===== config.mk =====
export PLATFORM = sky130hd
export DESIGN_NAME = floo_serial_link
export DESIGN_NICKNAME = d
export VERILOG_FILES = /design/src/design/serial_link_pkg.sv /design/src/design/floo_link_arbiter.sv /design/src/design/floo_link_bridge.sv /design/src/design/serial_link_rx_fifo.sv /design/src/design/serial_link_data_link.sv /design/src/design/serial_link_phy_tx.sv /design/src/design/serial_link_phy_rx.sv /design/src/design/floo_serial_link.sv
export SDC_FILE = /design/constraint.sdc
export NUM_CORES = 1
export LEC_CHECK = 0
export BUFFER_PORTS_ARGS = -buffer_cell sky130_fd_sc_hd__buf_2
export CORE_ASPECT_RATIO = 0.5
export CORE_UTILIZATION = 24
export CTS_BUF_LIST = sky130_fd_sc_hd__clkbuf_8
export DETAILED_ROUTE_END_ITERATION = 6
export GPL_ROUTABILITY_DRIVEN = 1
export GPL_TIMING_DRIVEN = 0
export PLACE_DENSITY = 0.48
export SLEW_MARGIN = 20
export SYNTH_ARGS = -nofsm -noshare
export SYNTH_HDL_FRONTEND = slang
export SYNTH_SLANG_ARGS = --single-unit
export TNS_END_PERCENT = 10

===== constraint.sdc =====
create_clock -name clk_i -period 5.7 [get_ports clk_i]
set_input_delay 0 -clock clk_i [delete_from_list [all_inputs] [get_ports clk_i]]
set_output_delay 0 -clock clk_i [all_outputs]
set_load 0.1 [all_outputs]

===== src/design/serial_link_pkg.sv =====
`default_nettype none

package serial_link_pkg;

  //////////////////////////////////////////////////
  // Link parameters
  //////////////////////////////////////////////////

  parameter int NumLanes   = 8;
  // Must fit the 3-bit credit field of the header
  parameter int NumCredits = 4;
  parameter int FrameBits  = 72;
  parameter int FrameBeats = FrameBits / NumLanes;

  //////////////////////////////////////////////////
  // Flit and frame types
  //////////////////////////////////////////////////

  typedef enum logic [1:0] {
    VcNarrowReq = 2'd0,
    VcNarrowRsp = 2'd1,
    VcWide      = 2'd2,
    VcNone      = 2'd3
  } vc_e;

  typedef struct packed {
    logic [7:0]  id;
    logic [23:0] rsvd;
    logic [31:0] data;
  } narrow_flit_t;

  typedef struct packed {
    logic [63:0] data;
  } wide_flit_t;

  // Same payload word, read by the header's channel kind
  typedef union packed {
    narrow_flit_t narrow;
    wide_flit_t   wide;
  } link_data_u;

  typedef struct packed {
    vc_e        vc;
    logic [2:0] credits;
    logic [2:0] rsvd;
  } link_hdr_t;

  typedef struct packed {
    link_hdr_t  hdr;
    link_data_u data;
  } link_frame_t;

  typedef struct packed {
    logic         valid;
    narrow_flit_t flit;
  } narrow_chan_t;

  typedef struct packed {
    logic       valid;
    wide_flit_t flit;
  } wide_chan_t;

endpackage

`default_nettype wire


===== src/design/floo_link_arbiter.sv =====
`default_nettype none

module floo_link_arbiter import serial_link_pkg::*; (
  input  logic       clk_i,
  input  logic       reset_i,
  // Bit index matches the vc_e encoding
  input  logic [2:0] req_i,
  input  logic       accept_i,
  output vc_e        grant_o
);

  logic [1:0] ptr_q;

  // Search from the pointer, lowest offset wins
  always_comb begin
    logic [1:0] idx;
    grant_o = VcNone;
    for (int i = 2; i >= 0; i--) begin
      idx = 2'((int'(ptr_q) + i) % 3);
      if (req_i[idx]) begin
        grant_o = vc_e'(idx);
      end
    end
  end

  // Next search starts just past the granted channel
  always_ff @(posedge clk_i) begin
    if (reset_i) begin
      ptr_q <= 2'd0;
    end else if (accept_i && grant_o != VcNone) begin
      ptr_q <= (grant_o == VcWide) ? 2'd0 : 2'(grant_o) + 2'd1;
    end
  end

endmodule

`default_nettype wire


===== src/design/floo_link_bridge.sv =====
`default_nettype none

module floo_link_bridge import serial_link_pkg::*; (
  input  logic         clk_i,
  input  logic         reset_i,
  input  narrow_chan_t narrow_req_i,
  input  narrow_chan_t narrow_rsp_i,
  input  wide_chan_t   wide_i,
  output logic         narrow_req_ready_o,
  output logic         narrow_rsp_ready_o,
  output logic         wide_ready_o,
  output narrow_chan_t narrow_req_o,
  output narrow_chan_t narrow_rsp_o,
  output wide_chan_t   wide_o,
  input  logic         narrow_req_ready_i,
  input  logic         narrow_rsp_ready_i,
  input  logic         wide_ready_i,
  output link_frame_t  tx_frame_o,
  output logic         tx_valid_o,
  input  logic         tx_ready_i,
  input  link_frame_t  rx_frame_i,
  input  logic         rx_valid_i,
  output logic         rx_ready_o
);

  vc_e grant;

  floo_link_arbiter i_floo_link_arbiter (
    .clk_i    ( clk_i                                              ),
    .reset_i  ( reset_i                                            ),
    .req_i    ( {wide_i.valid, narrow_rsp_i.valid, narrow_req_i.valid} ),
    .accept_i ( tx_valid_o && tx_ready_i                           ),
    .grant_o  ( grant                                              )
  );

  //////////////////////////////////////////////////
  // Send side
  //////////////////////////////////////////////////

  assign tx_valid_o = (grant != VcNone);

  // Credit field is left to the data link
  always_comb begin
    tx_frame_o = '0;
    tx_frame_o.hdr.vc = grant;
    case (grant)
      VcNarrowReq: tx_frame_o.data.narrow = narrow_req_i.flit;
      VcNarrowRsp: tx_frame_o.data.narrow = narrow_rsp_i.flit;
      VcWide:      tx_frame_o.data.wide   = wide_i.flit;
      default:     tx_frame_o.data        = '0;
    endcase
  end

  assign narrow_req_ready_o = tx_ready_i && (grant == VcNarrowReq);
  assign narrow_rsp_ready_o = tx_ready_i && (grant == VcNarrowRsp);
  assign wide_ready_o       = tx_ready_i && (grant == VcWide);

  //////////////////////////////////////////////////
  // Receive side
  //////////////////////////////////////////////////

  assign narrow_req_o.valid = rx_valid_i && (rx_frame_i.hdr.vc == VcNarrowReq);
  assign narrow_req_o.flit  = rx_frame_i.data.narrow;
  assign narrow_rsp_o.valid = rx_valid_i && (rx_frame_i.hdr.vc == VcNarrowRsp);
  assign narrow_rsp_o.flit  = rx_frame_i.data.narrow;
  assign wide_o.valid       = rx_valid_i && (rx_frame_i.hdr.vc == VcWide);
  assign wide_o.flit        = rx_frame_i.data.wide;

  always_comb begin
    case (rx_frame_i.hdr.vc)
      VcNarrowReq: rx_ready_o = narrow_req_ready_i;
      VcNarrowRsp: rx_ready_o = narrow_rsp_ready_i;
      VcWide:      rx_ready_o = wide_ready_i;
      // No owner, just drain it
      default:     rx_ready_o = 1'b1;
    endcase
  end

endmodule

`default_nettype wire


===== src/design/serial_link_rx_fifo.sv =====
`default_nettype none

module serial_link_rx_fifo import serial_link_pkg::*; #(
  parameter int Depth = NumCredits
) (
  input  logic        clk_i,
  input  logic        reset_i,
  input  logic        push_i,
  input  link_frame_t data_i,
  output logic        valid_o,
  output link_frame_t data_o,
  input  logic        pop_i,
  output logic        full_o
);

  localparam int PtrW = (Depth > 1) ? $clog2(Depth) : 1;
  localparam int CntW = $clog2(Depth + 1);

  link_frame_t     mem_q [Depth];
  logic [PtrW-1:0] wr_ptr_q;
  logic [PtrW-1:0] rd_ptr_q;
  logic [CntW-1:0] count_q;
  logic            do_push;
  logic            do_pop;

  // Wraps at Depth, which need not be a power of two
  function automatic logic [PtrW-1:0] next_ptr(logic [PtrW-1:0] ptr);
    return (ptr == PtrW'(Depth - 1)) ? '0 : ptr + PtrW'(1);
  endfunction

  assign full_o  = (count_q == CntW'(Depth));
  assign valid_o = (count_q != '0);
  assign data_o  = mem_q[rd_ptr_q];
  assign do_push = push_i && !full_o;
  assign do_pop  = pop_i && valid_o;

  always_ff @(posedge clk_i) begin
    if (do_push) begin
      mem_q[wr_ptr_q] <= data_i;
    end
  end

  always_ff @(posedge clk_i) begin
    if (reset_i) begin
      wr_ptr_q <= '0;
      rd_ptr_q <= '0;
      count_q  <= '0;
    end else begin
      if (do_push) begin
        wr_ptr_q <= next_ptr(wr_ptr_q);
      end
      if (do_pop) begin
        rd_ptr_q <= next_ptr(rd_ptr_q);
      end
      count_q <= count_q + CntW'(do_push) - CntW'(do_pop);
    end
  end

endmodule

`default_nettype wire


===== src/design/serial_link_data_link.sv =====
`default_nettype none

module serial_link_data_link import serial_link_pkg::*; #(
  parameter int NumCredits = serial_link_pkg::NumCredits
) (
  input  logic        clk_i,
  input  logic        reset_i,
  // From and to the bridge
  input  link_frame_t tx_frame_i,
  input  logic        tx_valid_i,
  output logic        tx_ready_o,
  output link_frame_t rx_frame_o,
  output logic        rx_valid_o,
  input  logic        rx_ready_i,
  // From and to the physical layer
  output link_frame_t phy_frame_o,
  output logic        phy_valid_o,
  input  logic        phy_ready_i,
  input  link_frame_t rx_phy_frame_i,
  input  logic        rx_phy_valid_i
);

  logic [2:0]  credit_cnt_q, credit_cnt_d;
  logic [2:0]  pending_q, pending_d;
  logic        has_credit;
  logic        send_payload;
  logic        send_credit;
  logic        phy_fire;
  logic        rx_push;
  logic        rx_pop;
  logic        rx_full;
  link_frame_t rx_payload;

  //////////////////////////////////////////////////
  // Send side
  //////////////////////////////////////////////////

  assign has_credit   = (credit_cnt_q != 3'd0);
  assign tx_ready_o   = phy_ready_i && has_credit;
  assign send_payload = tx_valid_i && has_credit;
  // Credit-only frame when nothing else can carry the return
  assign send_credit  = !send_payload && (pending_q != 3'd0);
  assign phy_valid_o  = send_payload || send_credit;
  assign phy_fire     = phy_valid_o && phy_ready_i;

  always_comb begin
    phy_frame_o = tx_frame_i;
    phy_frame_o.hdr.credits = pending_q;
    phy_frame_o.hdr.rsvd = '0;
    if (!send_payload) begin
      phy_frame_o.hdr.vc = VcNone;
      phy_frame_o.data = '0;
    end
  end

  //////////////////////////////////////////////////
  // Credit counting
  //////////////////////////////////////////////////

  always_comb begin
    credit_cnt_d = credit_cnt_q;
    if (rx_phy_valid_i) begin
      credit_cnt_d = credit_cnt_d + rx_phy_frame_i.hdr.credits;
    end
    if (phy_fire && send_payload) begin
      credit_cnt_d = credit_cnt_d - 3'd1;
    end
  end

  // Everything pending goes out with the frame just accepted
  always_comb begin
    pending_d = pending_q;
    if (phy_fire) begin
      pending_d = 3'd0;
    end
    if (rx_pop) begin
      pending_d = pending_d + 3'd1;
    end
  end

  always_ff @(posedge clk_i) begin
    if (reset_i) begin
      credit_cnt_q <= 3'(NumCredits);
      pending_q    <= 3'd0;
    end else begin
      credit_cnt_q <= credit_cnt_d;
      pending_q    <= pending_d;
    end
  end

  //////////////////////////////////////////////////
  // Receive side
  //////////////////////////////////////////////////

  always_comb begin
    rx_payload = rx_phy_frame_i;
    rx_payload.hdr.credits = '0;
  end

  assign rx_push = rx_phy_valid_i && (rx_phy_frame_i.hdr.vc != VcNone);
  assign rx_pop  = rx_valid_o && rx_ready_i;

  serial_link_rx_fifo #(
    .Depth ( NumCredits )
  ) i_serial_link_rx_fifo (
    .clk_i   ( clk_i      ),
    .reset_i ( reset_i    ),
    .push_i  ( rx_push    ),
    .data_i  ( rx_payload ),
    .valid_o ( rx_valid_o ),
    .data_o  ( rx_frame_o ),
    .pop_i   ( rx_pop     ),
    .full_o  ( rx_full    )
  );

endmodule

`default_nettype wire


===== src/design/serial_link_phy_tx.sv =====
`default_nettype none

module serial_link_phy_tx import serial_link_pkg::*; #(
  parameter int NumLanes = serial_link_pkg::NumLanes
) (
  input  logic                clk_i,
  input  logic                reset_i,
  input  link_frame_t         frame_i,
  input  logic                valid_i,
  output logic                ready_o,
  output logic [NumLanes-1:0] phy_data_o,
  output logic                phy_clk_o
);

  localparam int NumBeats = FrameBits / NumLanes;
  localparam int CntW     = $clog2(NumBeats + 1);

  logic [FrameBits-1:0] shift_q;
  logic [CntW-1:0]      beat_cnt_q;
  logic                 busy_q;

  assign ready_o = !busy_q;

  // First beat leaves on the load cycle, the rest from the shift register
  always_ff @(posedge clk_i) begin
    if (reset_i) begin
      busy_q     <= 1'b0;
      beat_cnt_q <= '0;
      phy_data_o <= '0;
      phy_clk_o  <= 1'b0;
    end else if (valid_i && ready_o) begin
      phy_data_o <= frame_i[NumLanes-1:0];
      phy_clk_o  <= ~phy_clk_o;
      beat_cnt_q <= CntW'(1);
      busy_q     <= (NumBeats > 1);
    end else if (busy_q) begin
      phy_data_o <= shift_q[NumLanes-1:0];
      phy_clk_o  <= ~phy_clk_o;
      beat_cnt_q <= beat_cnt_q + CntW'(1);
      if (beat_cnt_q == CntW'(NumBeats - 1)) begin
        busy_q <= 1'b0;
      end
    end
  end

  always_ff @(posedge clk_i) begin
    if (valid_i && ready_o) begin
      shift_q <= frame_i >> NumLanes;
    end else if (busy_q) begin
      shift_q <= shift_q >> NumLanes;
    end
  end

endmodule

`default_nettype wire


===== src/design/serial_link_phy_rx.sv =====
`default_nettype none

module serial_link_phy_rx import serial_link_pkg::*; #(
  parameter int NumLanes = serial_link_pkg::NumLanes
) (
  input  logic                clk_i,
  input  logic                reset_i,
  input  logic [NumLanes-1:0] phy_data_i,
  input  logic                phy_clk_i,
  output link_frame_t         frame_o,
  output logic                valid_o
);

  localparam int NumBeats = FrameBits / NumLanes;
  localparam int CntW     = $clog2(NumBeats + 1);

  logic [FrameBits-1:0] shift_q;
  logic [CntW-1:0]      beat_cnt_q;
  logic                 strobe_q;
  logic                 beat;

  // Any strobe edge marks a new beat
  assign beat    = phy_clk_i ^ strobe_q;
  assign frame_o = link_frame_t'(shift_q);

  always_ff @(posedge clk_i) begin
    if (reset_i) begin
      strobe_q   <= 1'b0;
      beat_cnt_q <= '0;
      valid_o    <= 1'b0;
    end else begin
      strobe_q <= phy_clk_i;
      valid_o  <= 1'b0;
      if (beat) begin
        if (beat_cnt_q == CntW'(NumBeats - 1)) begin
          beat_cnt_q <= '0;
          valid_o    <= 1'b1;
        end else begin
          beat_cnt_q <= beat_cnt_q + CntW'(1);
        end
      end
    end
  end

  // Lowest beat arrives first and ends up at the bottom
  always_ff @(posedge clk_i) begin
    if (beat) begin
      shift_q <= {phy_data_i, shift_q[FrameBits-1:NumLanes]};
    end
  end

endmodule

`default_nettype wire


===== src/design/floo_serial_link.sv =====
`default_nettype none

module floo_serial_link import serial_link_pkg::*; #(
  parameter int NumLanes   = serial_link_pkg::NumLanes,
  parameter int NumCredits = serial_link_pkg::NumCredits
) (
  input  logic                clk_i,
  input  logic                reset_i,
  // On-chip channels into the link
  input  narrow_chan_t        narrow_req_i,
  input  narrow_chan_t        narrow_rsp_i,
  input  wide_chan_t          wide_i,
  output logic                narrow_req_ready_o,
  output logic                narrow_rsp_ready_o,
  output logic                wide_ready_o,
  // On-chip channels out of the link
  output narrow_chan_t        narrow_req_o,
  output narrow_chan_t        narrow_rsp_o,
  output wide_chan_t          wide_o,
  input  logic                narrow_req_ready_i,
  input  logic                narrow_rsp_ready_i,
  input  logic                wide_ready_i,
  // Off-chip pins
  output logic [NumLanes-1:0] phy_data_o,
  output logic                phy_clk_o,
  input  logic [NumLanes-1:0] phy_data_i,
  input  logic                phy_clk_i
);

  link_frame_t tx_frame;
  logic        tx_valid;
  logic        tx_ready;
  link_frame_t rx_frame;
  logic        rx_valid;
  logic        rx_ready;
  link_frame_t phy_frame;
  logic        phy_valid;
  logic        phy_ready;
  link_frame_t rx_phy_frame;
  logic        rx_phy_valid;

  //////////////////////////////////////////////////
  // Network bridge
  //////////////////////////////////////////////////

  floo_link_bridge i_floo_link_bridge (
    .clk_i              ( clk_i              ),
    .reset_i            ( reset_i            ),
    .narrow_req_i       ( narrow_req_i       ),
    .narrow_rsp_i       ( narrow_rsp_i       ),
    .wide_i             ( wide_i             ),
    .narrow_req_ready_o ( narrow_req_ready_o ),
    .narrow_rsp_ready_o ( narrow_rsp_ready_o ),
    .wide_ready_o       ( wide_ready_o       ),
    .narrow_req_o       ( narrow_req_o       ),
    .narrow_rsp_o       ( narrow_rsp_o       ),
    .wide_o             ( wide_o             ),
    .narrow_req_ready_i ( narrow_req_ready_i ),
    .narrow_rsp_ready_i ( narrow_rsp_ready_i ),
    .wide_ready_i       ( wide_ready_i       ),
    .tx_frame_o         ( tx_frame           ),
    .tx_valid_o         ( tx_valid           ),
    .tx_ready_i         ( tx_ready           ),
    .rx_frame_i         ( rx_frame           ),
    .rx_valid_i         ( rx_valid           ),
    .rx_ready_o         ( rx_ready           )
  );

  //////////////////////////////////////////////////
  // Data link layer
  //////////////////////////////////////////////////

  serial_link_data_link #(
    .NumCredits ( NumCredits )
  ) i_serial_link_data_link (
    .clk_i          ( clk_i        ),
    .reset_i        ( reset_i      ),
    .tx_frame_i     ( tx_frame     ),
    .tx_valid_i     ( tx_valid     ),
    .tx_ready_o     ( tx_ready     ),
    .rx_frame_o     ( rx_frame     ),
    .rx_valid_o     ( rx_valid     ),
    .rx_ready_i     ( rx_ready     ),
    .phy_frame_o    ( phy_frame    ),
    .phy_valid_o    ( phy_valid    ),
    .phy_ready_i    ( phy_ready    ),
    .rx_phy_frame_i ( rx_phy_frame ),
    .rx_phy_valid_i ( rx_phy_valid )
  );

  //////////////////////////////////////////////////
  // Physical layer
  //////////////////////////////////////////////////

  serial_link_phy_tx #(
    .NumLanes ( NumLanes )
  ) i_serial_link_phy_tx (
    .clk_i      ( clk_i      ),
    .reset_i    ( reset_i    ),
    .frame_i    ( phy_frame  ),
    .valid_i    ( phy_valid  ),
    .ready_o    ( phy_ready  ),
    .phy_data_o ( phy_data_o ),
    .phy_clk_o  ( phy_clk_o  )
  );

  serial_link_phy_rx #(
    .NumLanes ( NumLanes )
  ) i_serial_link_phy_rx (
    .clk_i      ( clk_i        ),
    .reset_i    ( reset_i      ),
    .phy_data_i ( phy_data_i   ),
    .phy_clk_i  ( phy_clk_i    ),
    .frame_o    ( rx_phy_frame ),
    .valid_o    ( rx_phy_valid )
  );

endmodule

`default_nettype wire


Yosys cells after proc, flatten, opt, wreduce, memory -nomap -nowiden
Memories as Yosys holds them, arrays and structs flattened. A register that Yosys moved wholly into a read port is not among the register bits.
Cells that the tools add are included.
{ "word_totals": {"regBits": 168, "ram_bits": 276, "input_bits": 209, "out_inout_bits": 207, "wordCells": 115, "mem_count": 1} }
{ "memory_table": {"columns": ["name", "words", "word_bits", "read_ports", "rd_clocked_by_memory_dff", "write_ports", "line", "source"], "rows": [
  ["i_serial_link_data_link.i_serial_link_rx_fifo.mem_q", 4, 69, 1, 1, 1, "serial_link_rx_fifo.sv:19", "link_frame_t mem_q [Depth];"]
]} }
{ "op_classes": {"addsub": 12, "div": 3, "order_cmp": 3, "n_eq_ne": 11, "n_mux": 37, "bitwise_logic": 3, "reduce_logical": 29} }
{ "ops": {"columns": ["operator", "count"], "rows": [
  ["2-to-1 mux 64 bit", 3],
  ["case mux 64 bit (3 select lines)", 1],
  ["modulo 32 x 3 -> 32 bit (second input constant)", 2],
  ["modulo 3 x 3 -> 32 bit (second input constant)", 1],
  ["2-to-1 mux 2 bit", 9],
  ["logical AND 1 bit", 17],
  ["2-to-1 mux 8 bit", 2],
  ["2-to-1 mux 1 bit", 13],
  ["2-to-1 mux 3 bit", 4],
  ["less-than comparator 2 x 3 -> 1 bit (second input constant)", 3],
  ["nonzero test 3 bit", 3],
  ["adder 4 x 1 -> 4 bit (second input constant)", 2],
  ["equality test 2 bit (second input constant)", 4],
  ["equality test 4 bit (second input constant)", 2],
  ["adder 2 x 1 -> 2 bit (second input constant)", 3],
  ["binary-select mux 1 bit (select 2 bit)", 3],
  ["equality test 2 x 1 -> 1 bit (second input constant)", 2],
  ["logical NOT 2 bit", 2],
  ["2-to-1 mux 4 bit", 1],
  ["!= test 2 bit (second input constant)", 2],
  ["OR reduction 2 bit", 2],
  ["adder 2 x 1 -> 3 bit (second input constant)", 1],
  ["adder 2 x 2 -> 3 bit (second input constant)", 1],
  ["adder 3 x 1 -> 3 bit", 1],
  ["other kinds (11)", 14]
]} }

Longest topological paths before layout
Gate-level depths: netlist (run 1).
{ "depth": {"ltp_word": 16, "mapped_depth": 11, "ltp_nobuf": 11} }

Hierarchy
From an unflattened synthesis (run 1), not the netlist that was laid out.
{ "unflattened": {"cells_unflattened": 1260, "hier_area_um2": 21037.7} }
{ "by_module_without_submodules": {"columns": ["module", "instances", "cells_per_inst", "area_each_um2", "seq_area_each_um2"], "rows": [
  ["serial_link_rx_fifo", 1, 427, 10851.7, 8828.5],
  ["serial_link_phy_tx", 1, 202, 3550.9, 2202.1],
  ["floo_link_bridge", 1, 363, 2966.6, 0.0],
  ["serial_link_phy_rx", 1, 104, 2433.6, 2282.2],
  ["serial_link_data_link", 1, 117, 849.6, 120.1],
  ["floo_link_arbiter", 1, 47, 385.4, 40.0]
]} }

Worst setup path before layout (run 1)
Ideal clock, no wire load.
{ "synth_path": {"path_type": "register to register", "startpoint": "reg i_floo_link_bridge.i_floo_link_arbiter.ptr_q[0]", "endpoint": "reg i_serial_link_phy_tx.shift_q[0], enable pin", "setup_ns": 0.415, "arrival_time_ns": 2.896, "t_required_ns": 5.285, "path_slack_ns": 2.388, "path_stages_with_launch": 9, "path_cell_list": "dfxtp_1 > inv_1 > ha_1 > a21bo_2 > a32oi_1 > o32a_1 > nor2_1 > o21ba_2 > inv_1"} }
{ "synth_between": {"elab_chain_cells": 14, "elab_cells_between_ends": 21, "classes_between": "2 x add/sub; 3 x div; 1 x eq/ne; 9 x mux; 6 x reduce/logical"} }
{ "synth_rtl": {"columns": ["element", "line", "source"], "rows": [
  ["start: declaration", "floo_link_arbiter.sv:12", "logic [1:0] ptr_q;"],
  ["start signal: assignment", "floo_link_arbiter.sv:31", "ptr_q <= (grant_o == VcWide) ? 2'd0 : 2'(grant_o) + 2'd1;"],
  ["adder 2 x 2 -> 3 bit", "floo_link_arbiter.sv:19", "idx = 2'((int'(ptr_q) + i) % 3);"],
  ["modulo 32 x 3 -> 32 bit", "floo_link_arbiter.sv:19", null],
  ["binary-select mux 1 bit (select 2 bit)", "floo_link_arbiter.sv:20", "if (req_i[idx]) begin"],
  ["2-to-1 mux 1 bit (not written as such)", "floo_link_arbiter.sv:20", null],
  ["2-to-1 mux 2 bit (2 in a row)", "floo_link_arbiter.sv:20", null],
  ["2-to-1 mux 2 bit (*)", "floo_link_arbiter.sv:20", null],
  ["!= test 2 bit (*)", "floo_link_bridge.sv:40", "assign tx_valid_o = (grant != VcNone);"],
  ["logical AND 1 bit (*)", "serial_link_data_link.sv:40", "assign send_payload = tx_valid_i && has_credit;"],
  ["logical NOT 1 bit", "serial_link_data_link.sv:42", "assign send_credit = !send_payload && (pending_q != 3'd0);"],
  ["logical AND 1 bit", "serial_link_data_link.sv:42", null],
  ["logical OR 1 bit (*)", "serial_link_data_link.sv:43", "assign phy_valid_o = send_payload || send_credit;"],
  ["logical AND 1 bit (*)", "serial_link_phy_tx.sv:47", "if (valid_i && ready_o) begin"],
  ["nonzero test 2 bit (no source line) (*)", null, null],
  ["end signal: assignment", "serial_link_phy_tx.sv:48", "shift_q <= frame_i >> NumLanes;"],
  ["end signal: assignment", "serial_link_phy_tx.sv:50", "shift_q <= shift_q >> NumLanes;"],
  ["end: declaration", "serial_link_phy_tx.sv:18", "logic [FrameBits-1:0] shift_q;"]
]} }
Mark *: on every way between the ends. The rest lies on a longest branch, timed or not. The select of a mux whose other input is x is not followed.
A chain may end at the register's enable or synchronous reset.

Final worst setup path (run 1)
{ "layout_path": {"startpoint": "reg i_floo_link_bridge.i_floo_link_arbiter.ptr_q[0]", "endpoint": "out wide_ready_o"} }
{ "layout_between": {"elab_chain_cells": 9, "elab_cells_between_ends": 16, "classes_between": "2 x add/sub; 3 x div; 1 x eq/ne; 9 x mux; 1 x reduce/logical"} }
{ "layout_rtl": {"columns": ["element", "line", "source"], "rows": [
  ["adder 2 x 2 -> 3 bit", "floo_link_arbiter.sv:19", null],
  ["modulo 32 x 3 -> 32 bit", "floo_link_arbiter.sv:19", null],
  ["binary-select mux 1 bit (select 2 bit)", "floo_link_arbiter.sv:20", null],
  ["2-to-1 mux 1 bit (not written as such)", "floo_link_arbiter.sv:20", null],
  ["2-to-1 mux 2 bit (2 in a row)", "floo_link_arbiter.sv:20", null],
  ["2-to-1 mux 2 bit (*)", "floo_link_arbiter.sv:20", null],
  ["equality test 2 bit (*)", "floo_link_bridge.sv:56", "assign wide_ready_o = tx_ready_i && (grant == VcWide);"],
  ["logical AND 1 bit (*)", "floo_link_bridge.sv:56", null],
  ["end: declaration", "floo_serial_link.sv:15", "output logic wide_ready_o,"]
]} }
Marks and branches as above.

==> results of run 1 <==
-- final cells by class --
class | count | share of cell area, %
Clock inverter | 53 | 1.315
Buffer | 182 | 5.019
Clock buffer | 71 | 4.012
Tap cell | 1008 | 5.179
Timing Repair Buffer | 561 | 15.00
Inverter | 15 | 0.2620
Sequential cell | 434 | 51.99
Multi-Input combinational cell | 481 | 17.22
-- layout by cell type (no fill, tap or decap), types with 3 or more instances in the layout --
cell	n
buf_2	443
edfxtp_1	397
dlygate4sd3_1	139
buf_4	132
nand2_1	119
a21oi_1	71
clkbuf_8	71
mux4_2	66
a221o_1	52
dfxtp_1	37
inv_1	31
nor2_1	25
clkbuf_1	19
mux2i_1	17
ha_1	17
clkinv_2	13
clkinv_1	13
nand3_1	9
nor2b_1	8
a22o_1	8
o221ai_1	8
nor3_1	6
xnor2_1	6
o21ai_0	5
nand2b_1	5
a22oi_1	5
mux2_1	4
and2_4	4
xor2_1	4
nor4_1	4
buf_12	4
buf_16	4
clkinv_8	3
-- worst min-delay path by stage --
stage / cells after the start / to / slack, ns / startpoint
after detailed placement: 1 / i_serial_link_phy_rx.frame_o[67] / 0.18 / phy_data_i[3]
after global placement: 1 / i_serial_link_phy_rx.frame_o[67] / 0.18 / phy_data_i[3]
after global routing: 4 / i_serial_link_phy_tx.shift_q[0] / 0.02 / narrow_rsp_i[8]
after CTS: 4 / i_serial_link_phy_tx.shift_q[0] / 0.0006 / narrow_rsp_i[8]
after floorplan: 0 / i_serial_link_phy_rx.frame_o[64] / 0.1 / phy_data_i[0]
final: 4 / i_serial_link_phy_tx.shift_q[0] / 0.03 / narrow_rsp_i[8]
-- tightest hold or removal path, delay by kind of cell --
kind | cells | cell delay [ns]
compound gates | 2 | 0.41
buf+inv | 1 | 0.07
simple gates | 1 | 0.04
-- state kept, by name, indices dropped and copies added, names as in the netlist, 2 cells and up, named ones only --
name                                                    cells
i_serial_link_data_link.i_serial_link_rx_fifo.rd_ptr_q      2
i_serial_link_phy_tx.shift_q                               61
i_serial_link_data_link.i_serial_link_rx_fifo.mem_q       264
i_serial_link_phy_tx.beat_cnt_q                             4
i_serial_link_phy_tx.phy_data_o                             8
i_serial_link_phy_rx.beat_cnt_q                             4
i_serial_link_data_link.pending_q                           3
i_serial_link_data_link.i_serial_link_rx_fifo.wr_ptr_q      2
i_floo_link_bridge.i_floo_link_arbiter.ptr_q                2
i_serial_link_phy_rx.frame_o                               72
i_serial_link_data_link.credit_cnt_q                        3
i_serial_link_data_link.i_serial_link_rx_fifo.count_q       3
-- layer usage --
layer  part of all wire, %  up-vias  wire (µm)
met5                     0        -          0
met4                   2.4        0       1115
met3                   4.4       82       2032
met2                    51      278      23910
met1                    42     5764      19470
li1                      -     5466          -
-- metrics by stage --
step	worst slack, ns	std cells
floorplan	2.388	1112
global placement	0.9077	2534
detailed placement	2.595	2542
CTS	2.102	2805
global route	1.931	2805
finish	2.193	2805
-- logic make-up (layout without fill, tap and decap cells) --
kind of cell	Yosys count	count (layout)
buf+inv	197	882
flops	434	434
fa+ha+maj	19	19
xor+xnor	10	10
mux	89	89
compound gates	167	167
simple gates	196	196
-- what timing repair did --
item                                   4_1_cts  5_1_grt
endpoints found under the hold margin       86        0
hold buffers                               139        0
buffers inserted                             0        0
==> flow_summary_export.csv, run 1 <==
group,metric,value,unit
synth,syn-num-nets,1340,
routing,viasPerCell,4.132,
routing,wl_per_cell,16.59,µm
final_layout,fillers,7441,
setup_path,start_kind,"register",
timing,slew_headroom,41.90,%
placed_design,placed_area,21670,µm²
final_layout,final_nets,1972,
synth,synthTopCellsByArea,"edfxtp_1 (66%), mux4_2 (8.2%), buf_4 (5.5%)",
global_route,grt_max_degree,43,
setup_path,worstPathRequired,5.70,ns
synth,muxShareOfSynthArea,9.513,%
clock_network,clock-root-buffer,"clkbuf_8",
synth,synth_most_common_cell,"edfxtp_1",
global_route,met3_usage,2.678,%
timing,hold_violations,0,
timing,finClkSkew,0.02514,ns
min_path,hp-class,"in -> reg",
timing,finalCritPeriodShare,61.53,%
synth,syn_avg_cell_area,16.30,µm²
floorplan,num_rows,70,
clock_network,clkTransAtPathRegs,0.07,ns
timing,tns,0,ns
setup_path,cp_cell_sequence,"inv_1 -> ha_1 -> a21bo_2 -> a32oi_1 -> o32ai_2 -> nor3_2 -> buf_2 -> buf_2",
global_route,busiest_layer,"met2",
synth,synth-simple-area-share,4.832,%
global_route,use_met1,14.58,%
setup_path,reg2reg_depth,9,
final_layout,multi_input_area,4194,µm²
synth,synth_compound_area_share,6.862,%
final_layout,area_growth,34.37,%
setup_path,crit_fanout,10,
clock_network,clock_latency,0.63,ns
global_route,grt_pass1_vias,11750,
floorplan,start_util,24.52,%
synth,synth-edff-count,397,
global_route,grt_util_all_layers,11.91,%
placed_design,dpl.hpwl,31.14,mm
final_layout,seqCellArea,12660,µm²
routing,antenna_left,0,
synth,synth-seq-cells,434,
synth,yosys-top-cells-count,"edfxtp_1 (397), buf_4 (132), nand2_1 (119)",
synth,yosysTopAreaCell,"edfxtp_1",
setup_path,crit_cells,8,
synth,synthFlopType,"edfxtp_1",
timing,worst_pin_slew,0.8715,ns
setup_path,r2r_start,"i_floo_link_bridge.i_floo_link_arbiter.ptr_q[0]",
synth,synth_area,18120,µm²
final_layout,diodes,0,
global_route,grt_pass1_wl,69.46,mm
placed_design,port_buffers,414,
job,drv_cap,0,
clock_network,cts_buffers,69,
global_route,antenna_found_initial,0,
setup_path,worstPathArrival,3.51,ns
floorplan,die_area,76690,µm²
clock_network,cts_max_level,3,
status,outcome,"completed",
timing,whs,0.03004,ns
synth,synth_xor_xnor_area_share,0.4832,%
synth,synth_fa_ha_area_share,1.394,%
floorplan,die_w,390.6,µm
global_route,overflow,0,
synth,yosysTopAreaCellShare,65.77,%
floorplan,die_h,196.3,µm
setup_path,crit_start,"i_floo_link_bridge.i_floo_link_arbiter.ptr_q[0]",
routing,drc,0,
synth,synth.distinct_cells,58,
timing,max_clock_freq,285.1,MHz
placed_design,gp_congestion,0.8112,
floorplan,io_pins,416,
clock_network,clock_sinks,434,
setup_path,cp-end-kind,"primary output",
synth,seq_area_frac_synth,69.86,%
setup_path,endpoint,"wide_ready_o",
final_layout,drive_gt1_share,42.40,%
synth,async_flop_share,0,%
synth,yosysWarnings,0,
setup_path,rrSetupSlack,2.22,ns
final_layout,fin_util,32.95,%
setup_path,slowest_stage,"nor3_2",
routing,drt_iter0_drc,539,
synth,netlist_instances,1112,
clock_network,post_cts_resized,0,
timing,setup_viol,0,
timing,maxSlewViolCount,0,
synth,synth_top_family_by_area,"multiplexers",
routing,routed_wl,46.52,mm
clock_network,tritoncts,"built",
routing,vias,11590,
final_layout,design_area,24350,µm²
timing,rsz0062_at_grt,"false",
setup_path,crit_buf_inv,3,
setup_path,timing.rr.end,"i_serial_link_phy_tx.shift_q[32]",
floorplan,coreArea,73920,µm²
global_route,grt_util_met2,20.81,%
setup_path,cpPeakStageDelay,0.63,ns
timing,period_needed,3.507,ns
setup_path,critPathKind,"reg -> out",
setup_path,crit_family,"buffers and inverters",
routing,firstDrtPassIters,4,
setup_path,cp_common_cell,"buf_2",
clock_network,cts_buffer_depth,3,
Power of run 1 is not shown: default switching activity piles up to over one toggle a cycle in this logic, so the estimate is an artifact.
==> run 2, diff against run 1 <==
Settings changed: PLACE_DENSITY 0.48 to 0.49.
Clock period 5.7 ns to 3 ns, I/O delays scaled along.
==> run 2 against run 1 <==
Compared with the run above: critical path depth grew 3; core utilization grew 0.98 points; via count grew 2.8%; final area grew 3.0%; first-iteration DRC count grew 4.5%; cell count grew 2.3%; wire length grew 5.0%; die area is the same; flip-flop and latch count is the same; non-clock buffer count grew 66; global-route usage grew 0.58 points; register-to-register slack lost 2.2 ns; critical path type is now reg -> reg; largest cell class unchanged.
==> flow_summary_export.csv, run 2 (synthesis gave the netlist of run 1 again) <==
group,metric,value,unit
placed_design,gp_congestion,0.8479,
routing,routed_wl,48.87,mm
global_route,grt_max_degree,47,
timing,hold_violations,0,
setup_path,reg2reg_depth,11,
global_route,antenna_found_initial,1,
clock_network,cts_buffers,69,
clock_network,cts_buffer_depth,3,
placed_design,dpl.hpwl,31.26,mm
timing,worst_pin_slew,0.7215,ns
timing,max_clock_freq,338.8,MHz
clock_network,clock-root-buffer,"clkbuf_8",
routing,firstDrtPassIters,5,
timing,setup_viol,0,
placed_design,place_ws,-0.2240,ns
final_layout,layout_common_cells,"buf_2 (431), edfxtp_1 (397), dlygate4sd3_1 (201)",
setup_path,worstPathArrival,3.44,ns
timing,slew_headroom,51.72,%
setup_path,crit_fanout,6,
floorplan,start_util,24.52,%
floorplan,coreArea,73920,µm²
routing,vias,11910,
setup_path,critPathKind,"reg -> reg",
setup_path,worstPathRequired,3.49,ns
routing,antenna_left,0,
setup_path,start_kind,"register",
clock_network,cts_max_level,3,
placed_design,port_buffers,414,
floorplan,die_h,196.3,µm
timing,finClkSkew,0.02119,ns
clock_network,tritoncts,"built",
routing,wl_per_cell,17.03,µm
min_path,hp-class,"in -> reg",
floorplan,die_area,76690,µm²
timing,period_needed,2.952,ns
timing,finalCritPeriodShare,98.39,%
clock_network,clock_latency,0.63,ns
final_layout,design_area,25080,µm²
placed_design,placed_area,21660,µm²
routing,viasPerCell,4.149,
setup_path,cp-end-kind,"register",
final_layout,mostFrequentLayoutCell,"buf_2",
final_layout,top_register,"i_serial_link_data_link.i_serial_link_rx_fifo.mem_q",
min_path,hold_depth,4,
timing,setup_ws,0.04836,ns
floorplan,die_w,390.6,µm
timing,rsz0062_at_grt,"true",
global_route,grt_pass1_wl,72.51,mm
final_layout,final_nets,2038,
timing,maxSlewViolCount,0,
global_route,grt_pass1_vias,12420,
final_layout,drive_gt1_share,41.48,%
min_path,min_to,"i_serial_link_phy_tx.shift_q[0]",
job,drv_cap,0,
floorplan,io_pins,416,
status,outcome,"completed",
min_path,hp-start,"narrow_req_i[8]",
clock_network,clock_sinks,434,
final_layout,largest_reg_flops,264,
routing,drt_iter0_drc,563,
clock_network,clkTransAtPathRegs,0.07,ns
routing,drc,0,
global_route,grt_util_all_layers,12.50,%
global_route,overflow,0,
floorplan,num_rows,70,
setup_path,rrSetupSlack,0.05,ns
final_layout,area_growth,38.36,%
==> run 2: what timing repair did <==
item                                   in CTS  in global routing
buffers inserted                            2                  2
endpoints found under the hold margin      86                  0
hold buffers                              201                  0
setup endpoints to repair                 224                 36
pin swaps                                   2                  1
resized for setup                          38                  7
==> run 2: layer usage <==
layer,part of all wire (%),global-route usage (%),wire [µm],vias to the layer above
met5,0,0,0,-
met4,2.8,4.503,1373,0
met3,4.3,2.771,2111,101
met2,52,22.12,25370,349
met1,41,14.86,20010,5872
li1,-,-,-,5587
==> run 2: worst max path at each step <==
stage | startpoint | end | slack [ns] | cells past startpoint
6_report | register | register | 0.05 | 11
3_3_place_gp | i_serial_link_phy_rx.frame_o[71] | register | -1.73 | 4
3_5_place_dp | i_floo_link_bridge.i_floo_link_arbiter.ptr_q[0] | i_serial_link_phy_tx.shift_q[13] | -0.22 | 10
2_1_floorplan | register | narrow_rsp_o[64] | -0.14 | 2
5_1_grt | i_floo_link_bridge.i_floo_link_arbiter.ptr_q[0] | narrow_rsp_ready_o | -0.08 | 9
4_1_cts | register | register | -0.05 | 11
==> run 2: layout make-up <==
cell class,instances,area (µm²)
Clock buffer,69,949.7
Tap cell,1008,1261
Timing Repair Buffer,627,4320
Multi-Input combinational cell,481,4255
Antenna cell,1,2.502
Fill cell,7256,48840
Sequential cell,434,12670
Buffer,182,1270
Inverter,15,65.06
Clock inverter,53,287.8
==> run 2: critical path, stage by stage, from the launching register on <==
cell	delay, ns
dfxtp_4	0.36
mux4_2	0.53
mux2_1	0.33
o221a_1	0.28
buf_6	0.15
ha_1	0.26
inv_1	0.04
ha_1	0.19
fa_2	0.36
xnor2_2	0.14
xnor2_1	0.14
nor2_1	0.05
==> run 2: metrics by stage <==
stage	instances	TNS, ns	utilization [%]	hold WS (ns)
6_report	2870	0	33.93	0.05695
5_1_grt	2870	-0.2062	33.93	0.04798
4_1_cts	2867	-0.05390	33.87	0.01962
3_5_place_dp	2542	-7.276	29.30	0.1789
3_3_place_gp	2534	-579.91	29.03	0.1788
2_1_floorplan	1112	-0.2045	-	0.09887
Power of run 2 is left out for the same reason.
